$ cat config.mk
export PLATFORM = sky130hd
export DESIGN_NAME = driveLinkTop
export DESIGN_NICKNAME = d
export VERILOG_FILES = /design/src/logic/driveLinkPkg.sv /design/src/logic/byteSequencer.sv /design/src/logic/commandLatch.sv /design/src/logic/driveLinkTop.sv /design/src/logic/jsonFormatter.sv /design/src/logic/uartSerializer.sv
export VERILOG_INCLUDE_DIRS = /design/src /design/src/logic
export SDC_FILE = /design/constraint.sdc
export NUM_CORES = 1
export LEC_CHECK = 0
export BUFFER_PORTS_ARGS = -buffer_cell sky130_fd_sc_hd__buf_4
export CORE_ASPECT_RATIO = 0.6
export CORE_MARGIN = 1.5
export CORE_UTILIZATION = 35
export CTS_CLUSTER_SIZE = 25
export DETAILED_ROUTE_END_ITERATION = 8
export PLACE_DENSITY = 0.58
export SLEW_MARGIN = 5
export SYNTH_ARGS = -nofsm -noshare
export SYNTH_HDL_FRONTEND = slang
export SYNTH_SLANG_ARGS = --single-unit
export TNS_END_PERCENT = 30
$ cat constraint.sdc
create_clock -name clk -period 10.8 [get_ports clk]
set_input_delay 2.16 -clock clk [delete_from_list [all_inputs] [get_ports clk]]
set_output_delay 2.16 -clock clk [all_outputs]
set_load 0.01 [all_outputs]
$ cat src/logic/driveLink_macros.svh
`ifndef DRIVELINK_MACROS_SVH
`define DRIVELINK_MACROS_SVH

// 50 MHz clock at 115200 baud
`define DRIVE_CLKS_PER_BIT 434

// Idle cycles between message end and next mode sample
`define DRIVE_MSG_GAP 2000

// Longest record length of reverse and spin left
`define DRIVE_MAX_MSG_LEN 28

`endif

$ cat src/logic/driveLinkPkg.sv
package driveLinkPkg;

    // Motion commands coded as on the selector switches
    typedef enum logic [2:0] {
        modeStop      = 3'd0,  // L 0, R 0
        modeLeft      = 3'd1,  // L -0.00, R 0.12
        modeRight     = 3'd2,  // L 0.12, R -0.00
        modeFwdSlow   = 3'd3,  // Both wheels 0.05
        modeFwdMedium = 3'd4,  // Both wheels 0.25
        modeFwdFast   = 3'd5,  // Both wheels 0.5
        modeReverse   = 3'd6,  // Both wheels -0.25
        modeSpinLeft  = 3'd7   // L -0.00, R -0.25
    } driveMode_e;

    // Byte sequencer
    typedef enum logic [1:0] {
        seqIdle  = 2'd0,  // Waiting for message start
        seqFetch = 2'd1,  // Fetching bytes ahead of the line
        seqDrain = 2'd2   // All fetched, waiting on last stop bits
    } seqState_e;

    // UART serializer
    typedef enum logic [1:0] {
        serIdle  = 2'd0,  // Line high
        serStart = 2'd1,  // Start bit, line low
        serData  = 2'd2,  // Eight data bits, LSB first
        serStop  = 2'd3   // Stop bit, line high
    } serState_e;

endpackage

$ cat src/logic/byteSequencer.sv
`include "driveLink_macros.svh"

module byteSequencer
    import driveLinkPkg::*;
#(
    localparam int IdxW = $clog2(`DRIVE_MAX_MSG_LEN + 1)
) (
    input  logic            clk,
    input  logic            rst,
    input  logic            msgStart,   // From command latch
    input  logic [IdxW-1:0] msgLen,     // Bytes in the latched message
    input  logic            slotFree,   // Formatter holding slot empty
    input  logic            byteSent,   // End of a stop bit
    output logic            fetch,      // One cycle, byteIndex valid
    output logic [IdxW-1:0] byteIndex,  // Position in the record
    output logic            msgDone     // One cycle after last stop bit
);

    seqState_e       state;
    logic [IdxW-1:0] fetchCnt;  // Bytes handed to the formatter
    logic [IdxW-1:0] sentCnt;   // Bytes fully on the line
    logic            lastSent;  // Stop bit of final byte done

    assign lastSent = byteSent && (sentCnt == msgLen - 1'b1);

    always_ff @(posedge clk or posedge rst) begin
        if (rst) begin
            state     <= seqIdle;
            fetchCnt  <= '0;
            sentCnt   <= '0;
            fetch     <= 1'b0;
            byteIndex <= '0;
            msgDone   <= 1'b0;
        end else begin
            fetch   <= 1'b0;  // Both outputs are pulses
            msgDone <= 1'b0;

            if (byteSent) begin
                sentCnt <= sentCnt + 1'b1;
            end

            case (state)
                seqIdle: begin
                    if (msgStart) begin
                        // First byte goes out without waiting for slotFree
                        fetch     <= 1'b1;
                        byteIndex <= '0;
                        fetchCnt  <= IdxW'(1);
                        sentCnt   <= '0;
                        state     <= seqFetch;
                    end
                end

                seqFetch: begin
                    if (fetchCnt == msgLen) begin
                        state <= seqDrain;  // Whole record fetched
                    end else if (slotFree && !fetch) begin
                        // !fetch guards the cycle before the slot fills
                        fetch     <= 1'b1;
                        byteIndex <= fetchCnt;
                        fetchCnt  <= fetchCnt + 1'b1;
                    end
                end

                seqDrain: begin
                    if (lastSent) begin
                        msgDone <= 1'b1;
                        state   <= seqIdle;
                    end
                end

                default: begin
                    state <= seqIdle;
                end
            endcase
        end
    end

endmodule

$ cat src/logic/commandLatch.sv
`include "driveLink_macros.svh"

module commandLatch
    import driveLinkPkg::*;
#(
    localparam int GapW = $clog2(`DRIVE_MSG_GAP + 1)
) (
    input  logic       clk,
    input  logic       rst,
    input  logic [2:0] modeSel,   // Raw selector, may change any time
    input  logic       msgDone,   // Last byte of current message sent
    output driveMode_e mode,      // Held for the whole message
    output logic       msgStart   // One cycle, new message begins
);

    // Loaded so that msgStart lands GAP+1 cycles after msgDone
    localparam logic [GapW-1:0] GapReload = GapW'(`DRIVE_MSG_GAP - 1);

    logic [GapW-1:0] gapCnt;  // Remaining idle cycles
    logic            armed;   // Gap running, next message pending

    always_ff @(posedge clk or posedge rst) begin
        if (rst) begin
            gapCnt   <= '0;        // Empty gap, start right away
            armed    <= 1'b1;
            msgStart <= 1'b0;
            mode     <= modeStop;
        end else begin
            msgStart <= 1'b0;  // Pulse only
            if (msgDone) begin
                gapCnt <= GapReload;  // Restart gap
                armed  <= 1'b1;
            end else if (armed) begin
                if (gapCnt == '0) begin
                    // Only place the mode may change
                    mode     <= driveMode_e'(modeSel);
                    msgStart <= 1'b1;
                    armed    <= 1'b0;  // Stay quiet until msgDone
                end else begin
                    gapCnt <= gapCnt - 1'b1;
                end
            end
        end
    end

endmodule

$ cat src/logic/driveLinkTop.sv
`include "driveLink_macros.svh"

module driveLinkTop
    import driveLinkPkg::*;
#(
    localparam int IdxW = $clog2(`DRIVE_MAX_MSG_LEN + 1)
) (
    input  logic            clk,
    input  logic            rst,
    input  logic [2:0]      modeSel,  // Motion command selector
    output logic            txd,      // UART TX, 8N1
    output logic            msgDone,  // One record finished
    output logic [IdxW-1:0] msgLen    // Length of latched record
);

    driveMode_e      mode;
    logic            msgStart;
    logic            fetch;
    logic [IdxW-1:0] byteIndex;
    logic            slotFree;
    logic [7:0]      txByte;
    logic            byteReady;
    logic            take;
    logic            byteSent;

    commandLatch i_commandLatch (
        .clk     (clk),
        .rst     (rst),
        .modeSel (modeSel),
        .msgDone (msgDone),
        .mode    (mode),
        .msgStart(msgStart)
    );

    byteSequencer i_byteSequencer (
        .clk      (clk),
        .rst      (rst),
        .msgStart (msgStart),
        .msgLen   (msgLen),
        .slotFree (slotFree),
        .byteSent (byteSent),
        .fetch    (fetch),
        .byteIndex(byteIndex),
        .msgDone  (msgDone)
    );

    jsonFormatter i_jsonFormatter (
        .clk      (clk),
        .rst      (rst),
        .mode     (mode),
        .fetch    (fetch),
        .byteIndex(byteIndex),
        .take     (take),
        .msgLen   (msgLen),
        .txByte   (txByte),
        .byteReady(byteReady),
        .slotFree (slotFree)
    );

    uartSerializer #(
        .ClksPerBit(`DRIVE_CLKS_PER_BIT)  // 115200 baud from 50 MHz
    ) i_uartSerializer (
        .clk      (clk),
        .rst      (rst),
        .txByte   (txByte),
        .byteReady(byteReady),
        .take     (take),
        .byteSent (byteSent),
        .txd      (txd)
    );

endmodule

$ cat src/logic/jsonFormatter.sv
`include "driveLink_macros.svh"

module jsonFormatter
    import driveLinkPkg::*;
#(
    localparam int IdxW = $clog2(`DRIVE_MAX_MSG_LEN + 1)
) (
    input  logic            clk,
    input  logic            rst,
    input  driveMode_e      mode,       // Latched motion command
    input  logic            fetch,      // Load byte at byteIndex
    input  logic [IdxW-1:0] byteIndex,
    input  logic            take,       // Serializer copied txByte
    output logic [IdxW-1:0] msgLen,     // 18 plus both speed strings
    output logic [7:0]      txByte,
    output logic            byteReady,  // Holding slot full
    output logic            slotFree
);

    // Record is {"T":1,"L":<left>,"R":<right>} plus newline
    localparam int PrefixLen = 11;
    localparam int MidLen    = 5;
    localparam logic [8*PrefixLen-1:0] Prefix = "{\"T\":1,\"L\":";
    localparam logic [8*MidLen-1:0]    Mid    = ",\"R\":";

    logic [39:0]     leftStr;   // Left-justified, up to five chars
    logic [39:0]     rightStr;
    logic [2:0]      leftLen;
    logic [2:0]      rightLen;
    logic [IdxW-1:0] leftEnd;   // First index past left string
    logic [IdxW-1:0] midEnd;    // First index of right string
    logic [IdxW-1:0] rightEnd;  // Index of closing brace
    logic [IdxW-1:0] relIdx;    // Offset inside current field
    logic [7:0]      nextByte;

    function automatic logic [7:0] speedChar(input logic [39:0] str, input logic [2:0] pos);
        return str[8*(4-pos) +: 8];  // Char 0 sits in the top byte
    endfunction

    // Wheel speed strings per mode
    always_comb begin
        case (mode)
            modeStop: begin
                leftStr  = {"0", 32'h0};
                leftLen  = 3'd1;
                rightStr = {"0", 32'h0};
                rightLen = 3'd1;
            end
            modeLeft: begin
                leftStr  = "-0.00";
                leftLen  = 3'd5;
                rightStr = {"0.12", 8'h0};
                rightLen = 3'd4;
            end
            modeRight: begin
                leftStr  = {"0.12", 8'h0};
                leftLen  = 3'd4;
                rightStr = "-0.00";
                rightLen = 3'd5;
            end
            modeFwdSlow: begin
                leftStr  = {"0.05", 8'h0};
                leftLen  = 3'd4;
                rightStr = {"0.05", 8'h0};
                rightLen = 3'd4;
            end
            modeFwdMedium: begin
                leftStr  = {"0.25", 8'h0};
                leftLen  = 3'd4;
                rightStr = {"0.25", 8'h0};
                rightLen = 3'd4;
            end
            modeFwdFast: begin
                leftStr  = {"0.5", 16'h0};
                leftLen  = 3'd3;
                rightStr = {"0.5", 16'h0};
                rightLen = 3'd3;
            end
            modeReverse: begin
                leftStr  = "-0.25";
                leftLen  = 3'd5;
                rightStr = "-0.25";
                rightLen = 3'd5;
            end
            default: begin  // modeSpinLeft
                leftStr  = "-0.00";
                leftLen  = 3'd5;
                rightStr = "-0.25";
                rightLen = 3'd5;
            end
        endcase
    end

    assign leftEnd  = IdxW'(PrefixLen) + IdxW'(leftLen);
    assign midEnd   = leftEnd + IdxW'(MidLen);
    assign rightEnd = midEnd + IdxW'(rightLen);
    assign msgLen   = rightEnd + IdxW'(2);  // Brace and newline

    // Template lookup, field by field
    always_comb begin
        relIdx = '0;
        if (byteIndex < IdxW'(PrefixLen)) begin
            nextByte = Prefix[8*(PrefixLen-1-byteIndex) +: 8];
        end else if (byteIndex < leftEnd) begin
            relIdx   = byteIndex - IdxW'(PrefixLen);
            nextByte = speedChar(leftStr, relIdx[2:0]);
        end else if (byteIndex < midEnd) begin
            relIdx   = byteIndex - leftEnd;
            nextByte = Mid[8*(MidLen-1-relIdx) +: 8];
        end else if (byteIndex < rightEnd) begin
            relIdx   = byteIndex - midEnd;
            nextByte = speedChar(rightStr, relIdx[2:0]);
        end else if (byteIndex == rightEnd) begin
            nextByte = 8'h7D;  // Closing brace
        end else begin
            nextByte = 8'h0A;  // Newline ends the record
        end
    end

    // One-entry holding slot
    always_ff @(posedge clk or posedge rst) begin
        if (rst) begin
            byteReady <= 1'b0;
        end else if (fetch) begin
            byteReady <= 1'b1;
        end else if (take) begin
            byteReady <= 1'b0;  // Serializer has its copy
        end
    end

    always_ff @(posedge clk) begin
        if (fetch) begin
            txByte <= nextByte;
        end
    end

    assign slotFree = ~byteReady;

endmodule

$ cat src/logic/uartSerializer.sv
module uartSerializer
    import driveLinkPkg::*;
#(
    parameter int ClksPerBit = 434
) (
    input  logic       clk,
    input  logic       rst,
    input  logic [7:0] txByte,     // From formatter slot
    input  logic       byteReady,  // Slot holds a byte
    output logic       take,       // Byte copied this cycle
    output logic       byteSent,   // Last cycle of stop bit
    output logic       txd         // Serial line, idle high
);

    localparam int CntW = $clog2(ClksPerBit);

    serState_e       state;
    logic [CntW-1:0] bitCnt;    // Cycles into current bit
    logic [2:0]      bitIdx;    // Data bit on the line
    logic [7:0]      shiftReg;  // Bit 0 is next on the line
    logic            bitDone;   // Last cycle of a bit period

    assign bitDone  = (bitCnt == CntW'(ClksPerBit - 1));
    assign byteSent = (state == serStop) && bitDone;
    // Next start bit follows the stop bit directly when a byte waits
    assign take     = byteReady && ((state == serIdle) || byteSent);

    always_ff @(posedge clk or posedge rst) begin
        if (rst) begin
            state  <= serIdle;
            bitCnt <= '0;
            bitIdx <= '0;
            txd    <= 1'b1;  // Line idles high
        end else if (take) begin
            state  <= serStart;
            bitCnt <= '0;
            txd    <= 1'b0;  // Start bit
        end else begin
            case (state)
                serIdle: begin
                    txd <= 1'b1;
                end
                serStart: begin
                    if (bitDone) begin
                        bitCnt <= '0;
                        bitIdx <= '0;
                        txd    <= shiftReg[0];  // LSB first
                        state  <= serData;
                    end else begin
                        bitCnt <= bitCnt + 1'b1;
                    end
                end
                serData: begin
                    if (bitDone) begin
                        bitCnt <= '0;
                        if (bitIdx == 3'd7) begin
                            txd   <= 1'b1;  // Stop bit
                            state <= serStop;
                        end else begin
                            bitIdx <= bitIdx + 1'b1;
                            txd    <= shiftReg[1];  // Next bit before the shift lands
                        end
                    end else begin
                        bitCnt <= bitCnt + 1'b1;
                    end
                end
                default: begin  // serStop
                    if (bitDone) begin
                        bitCnt <= '0;
                        state  <= serIdle;
                    end else begin
                        bitCnt <= bitCnt + 1'b1;
                    end
                end
            endcase
        end
    end

    // Payload register
    always_ff @(posedge clk) begin
        if (take) begin
            shiftReg <= txByte;
        end else if (state == serData && bitDone) begin
            shiftReg <= {1'b0, shiftReg[7:1]};
        end
    end

endmodule
==> impl_metrics.csv <==
group,metric,value,unit
run_status,status,"finished clean",
yosys,synth_cells,584,
floorplan,die_area,15600,um2
clock_tree,cts_sinks,65,
clock_tree,cts_tree,"done",
timing,timing.final.crit_share,53.0,%
yosys,synth_area,5180,um2
floorplan,pin_count,12,
pwr,clockPowerShare,54.5,%
clock_tree,path_clk_slew,60,ps
timing,fmax,175,MHz
yosys,synth-xor-area-share,9.84,%
layout,seq_area,1700,um2
clock_tree,post_cts_buffers,0,
critical_path,required,8640,ps
detailed_routing,vias,4339,
critical_path,start_kind,"flip-flop",
clock_tree,cts_root_buf,"clkbuf_16",
timing,grt_setup_unrepaired,"no",
pwr,power.density,97.8,nW/um2
layout,drive_gt1_share,10.0,%
yosys,synthArstFlopShare,78.5,%
yosys,synth_edf_count,14,
place,numPortBuffers,11,
layout,n_fill_cell,1437,
yosys,synth_fa_ha_area_share,9.71,%
pwr,p_sw,0.124,mW
layout,design_area,5740,um2
yosys,synth-main-ff-cell,"dfrtp_1",
layout,antenna_cells,0,
timing,final-setup-viol-count,0,
pwr,seq_power_share,44.6,%
place,dp_hpwl,9800,um
timing,fin_crit,5720,ps
yosys,synth_seq_cells,65,
critical_path,crit_arrival,3560,ps
layout,finalNetCount,628,
detailed_routing,wirelength,13300,um
detailed_routing,drc,0,
layout,multi_input_area,3260,um2
detailed_routing,ant_nets,0,
yosys,ys_warn_count,0,
timing,slew-limit-headroom,36.6,%
detailed_routing,via_per_inst,5.51,
layout,instances_no_fill,787,
floorplan,start_util,35.8,%
clock_tree,clockBufferDepth,2,
clock_tree,clock_latency,340,ps
yosys,ys_seq_area_share,32.8,%
clock_tree,cts_made_buffers,9,
yosys,synth_top_area_share,23.7,%
floorplan,die_w,160,um
clock_tree,cts_resized,0,
global_routing,grt_pass1_wl,21800,um
yosys,synthTopCellsByArea,"dfrtp_1 24%, ha_1 8.9%, edfxtp_1 8.1%",
critical_path,endpoint_kind,"output port",
pwr,swShare,22.1,%
pwr,p_int,0.437,mW
global_routing,grt_overflow,0,
yosys,yosys.area_share.simple,22.8,%
detailed_routing,first_iter_violations,398,
timing,whs,504,ps
timing,slew_viol_final,0,
floorplan,core,14500,um2
layout,post-route-util,39.7,%
floorplan,rows,34,
yosys,synth_nets,628,
place,place_area,5430,um2
floorplan,die_h,97.2,um
timing,tns,0,ps
timing,setup_ws,5080,ps
pwr,p_leak,2.51,nW
global_routing,grt_max_degree,52,
timing,skew,13.5,ps
place,gp_congestion,0.935,
yosys,synthMuxAreaShare,3.29,%
detailed_routing,routedWlPerCell,16.9,um
place,dp_slack,5520,ps
yosys,ys_types,72,
clock_tree,htreeDepth,3,
critical_path,worstPathMaxFanout,30,
pwr,combPwrFrac,0.9,%
layout,syn_to_final_growth,10.8,%
min_path,hp-class,"flip-flop to flip-flop",
place,dp.cells,771,
detailed_routing,drt-pass1-iter-count,5,
clock_tree,hold_buffers,0,
yosys,synth_compound_area_share,17.4,%
global_routing,grt_antenna_before_repair,0,
critical_path,critPathKind,"flip-flop to output port",
timing,worst_slew_pin_slew,948,ps
pwr,vdd_ir_drop_max,0.0550,mV
yosys,yosysTopAreaCell,"dfrtp_1",
yosys,synth_top_family_by_area,"simple AND/OR/NAND/NOR gates",
timing,hold_violations,0,
pwr,power,0.561,mW
global_routing,grt_pass1_vias,3900,
job,max_cap_viol_count,0,
yosys,syn_avg_cell_area,8.87,um2
yosys,synth_common_cells,"54 x nand2_1, 54 x nor2_1, 49 x dfrtp_1",
global_routing,grtUsageTotal,17.9,%
[power groups by stage]
stage	clock, mW	sequential (mW)	combinational, mW
global route	0.324	0.250	0.00628
finish	0.306	0.250	0.00518
floorplan	0	0.255	0.00280
detailed placement	0	0.255	0.00561
CTS	0.314	0.250	0.00561
global placement	0	0.255	0.00552
[layout by cell type, fill, tap and decap left out, types with 4 or more instances in the layout]
cell type / count
edfxtp_1: 14
and2_1: 12
nand2_1: 54
a21oi_1: 34
nor3_1: 16
dfrtp_1: 49
o21ai_0: 32
o21ai_1: 4
o211ai_1: 4
ha_1: 37
nand3_1: 12
buf_4: 15
a32oi_1: 4
nand4_1: 7
xnor2_1: 26
mux2_2: 8
inv_1: 28
mux2i_1: 8
xor2_1: 18
a211oi_1: 5
o32ai_1: 4
a31oi_1: 8
a21o_1: 8
nand2b_1: 19
or3_1: 6
clkbuf_16: 9
nor2_1: 54
nor2b_1: 16
o31ai_1: 6
[layout make-up]
class / instances / share of cell area [%]
Multi-Input combinational cell: 464 / 56.9
Sequential cell: 65 / 29.6
Tap cell: 198 / 4.32
Clock buffer: 10 / 4.17
Timing Repair Buffer: 15 / 1.96
Inverter: 29 / 1.90
Clock inverter: 6 / 1.13
[cell families after synthesis]
family,after synthesis
flops,65
mux,16
simple gates,225
compound gates,134
xor+xnor,50
buf+inv,55
fa+ha+maj,39
[critical path, cell delays in order, from the launching register on]
cell and delay, ps:
dfrtp_1 700, nand2b_1 370, nor2_1 300, nor2_1 150, ha_1 250, xnor2_1 560
inv_1 200, ha_1 300, xnor2_1 240, buf_4 160
[registers in the layout, summed over array words and instances (netlist names), 3 cells and up]
signal,count
i_byteSequencer.byteIndex,5
i_byteSequencer.fetchCnt,5
i_byteSequencer.sentCnt,5
i_commandLatch.gapCnt,11
i_commandLatch.mode,3
i_jsonFormatter.txByte,7
i_uartSerializer.bitCnt,9
i_uartSerializer.bitIdx,3
i_uartSerializer.shiftReg,7
[layer usage]
metal	GRT usage, %	wire [um]	vias up
met4	3.24	72	0
met3	5.59	1240	9
met2	21.4	4830	181
met5	0	0	-
li1	-	-	2081
met1	29.8	7150	2068
[final timing paths]
path | startpoint | endpoint | slack, ps | cells past startpoint
worst max-delay path | i_commandLatch.mode[1]$_DFFE_PP0P_ | msgLen[3] | 5080 | 9
worst min-delay path | i_uartSerializer.txd$_DFFE_PP1P_ | i_uartSerializer.txd$_DFFE_PP1P_ | 500 | 2
worst max register to register | i_commandLatch.mode[1]$_DFFE_PP0P_ | i_jsonFormatter.txByte[1]$_DFFE_PP_ | 5830 | 14
worst min register to register | i_uartSerializer.txd$_DFFE_PP1P_ | i_uartSerializer.txd$_DFFE_PP1P_ | 500 | 2
max in group asynchronous | rst | i_uartSerializer.bitCnt[5]$_DFFE_PP0P_ | 8340 | 3
min in group asynchronous | rst | i_byteSequencer.fetchCnt[2]$_DFFE_PP0P_ | 2010 | 3
(Power assumes the default switching activity.)
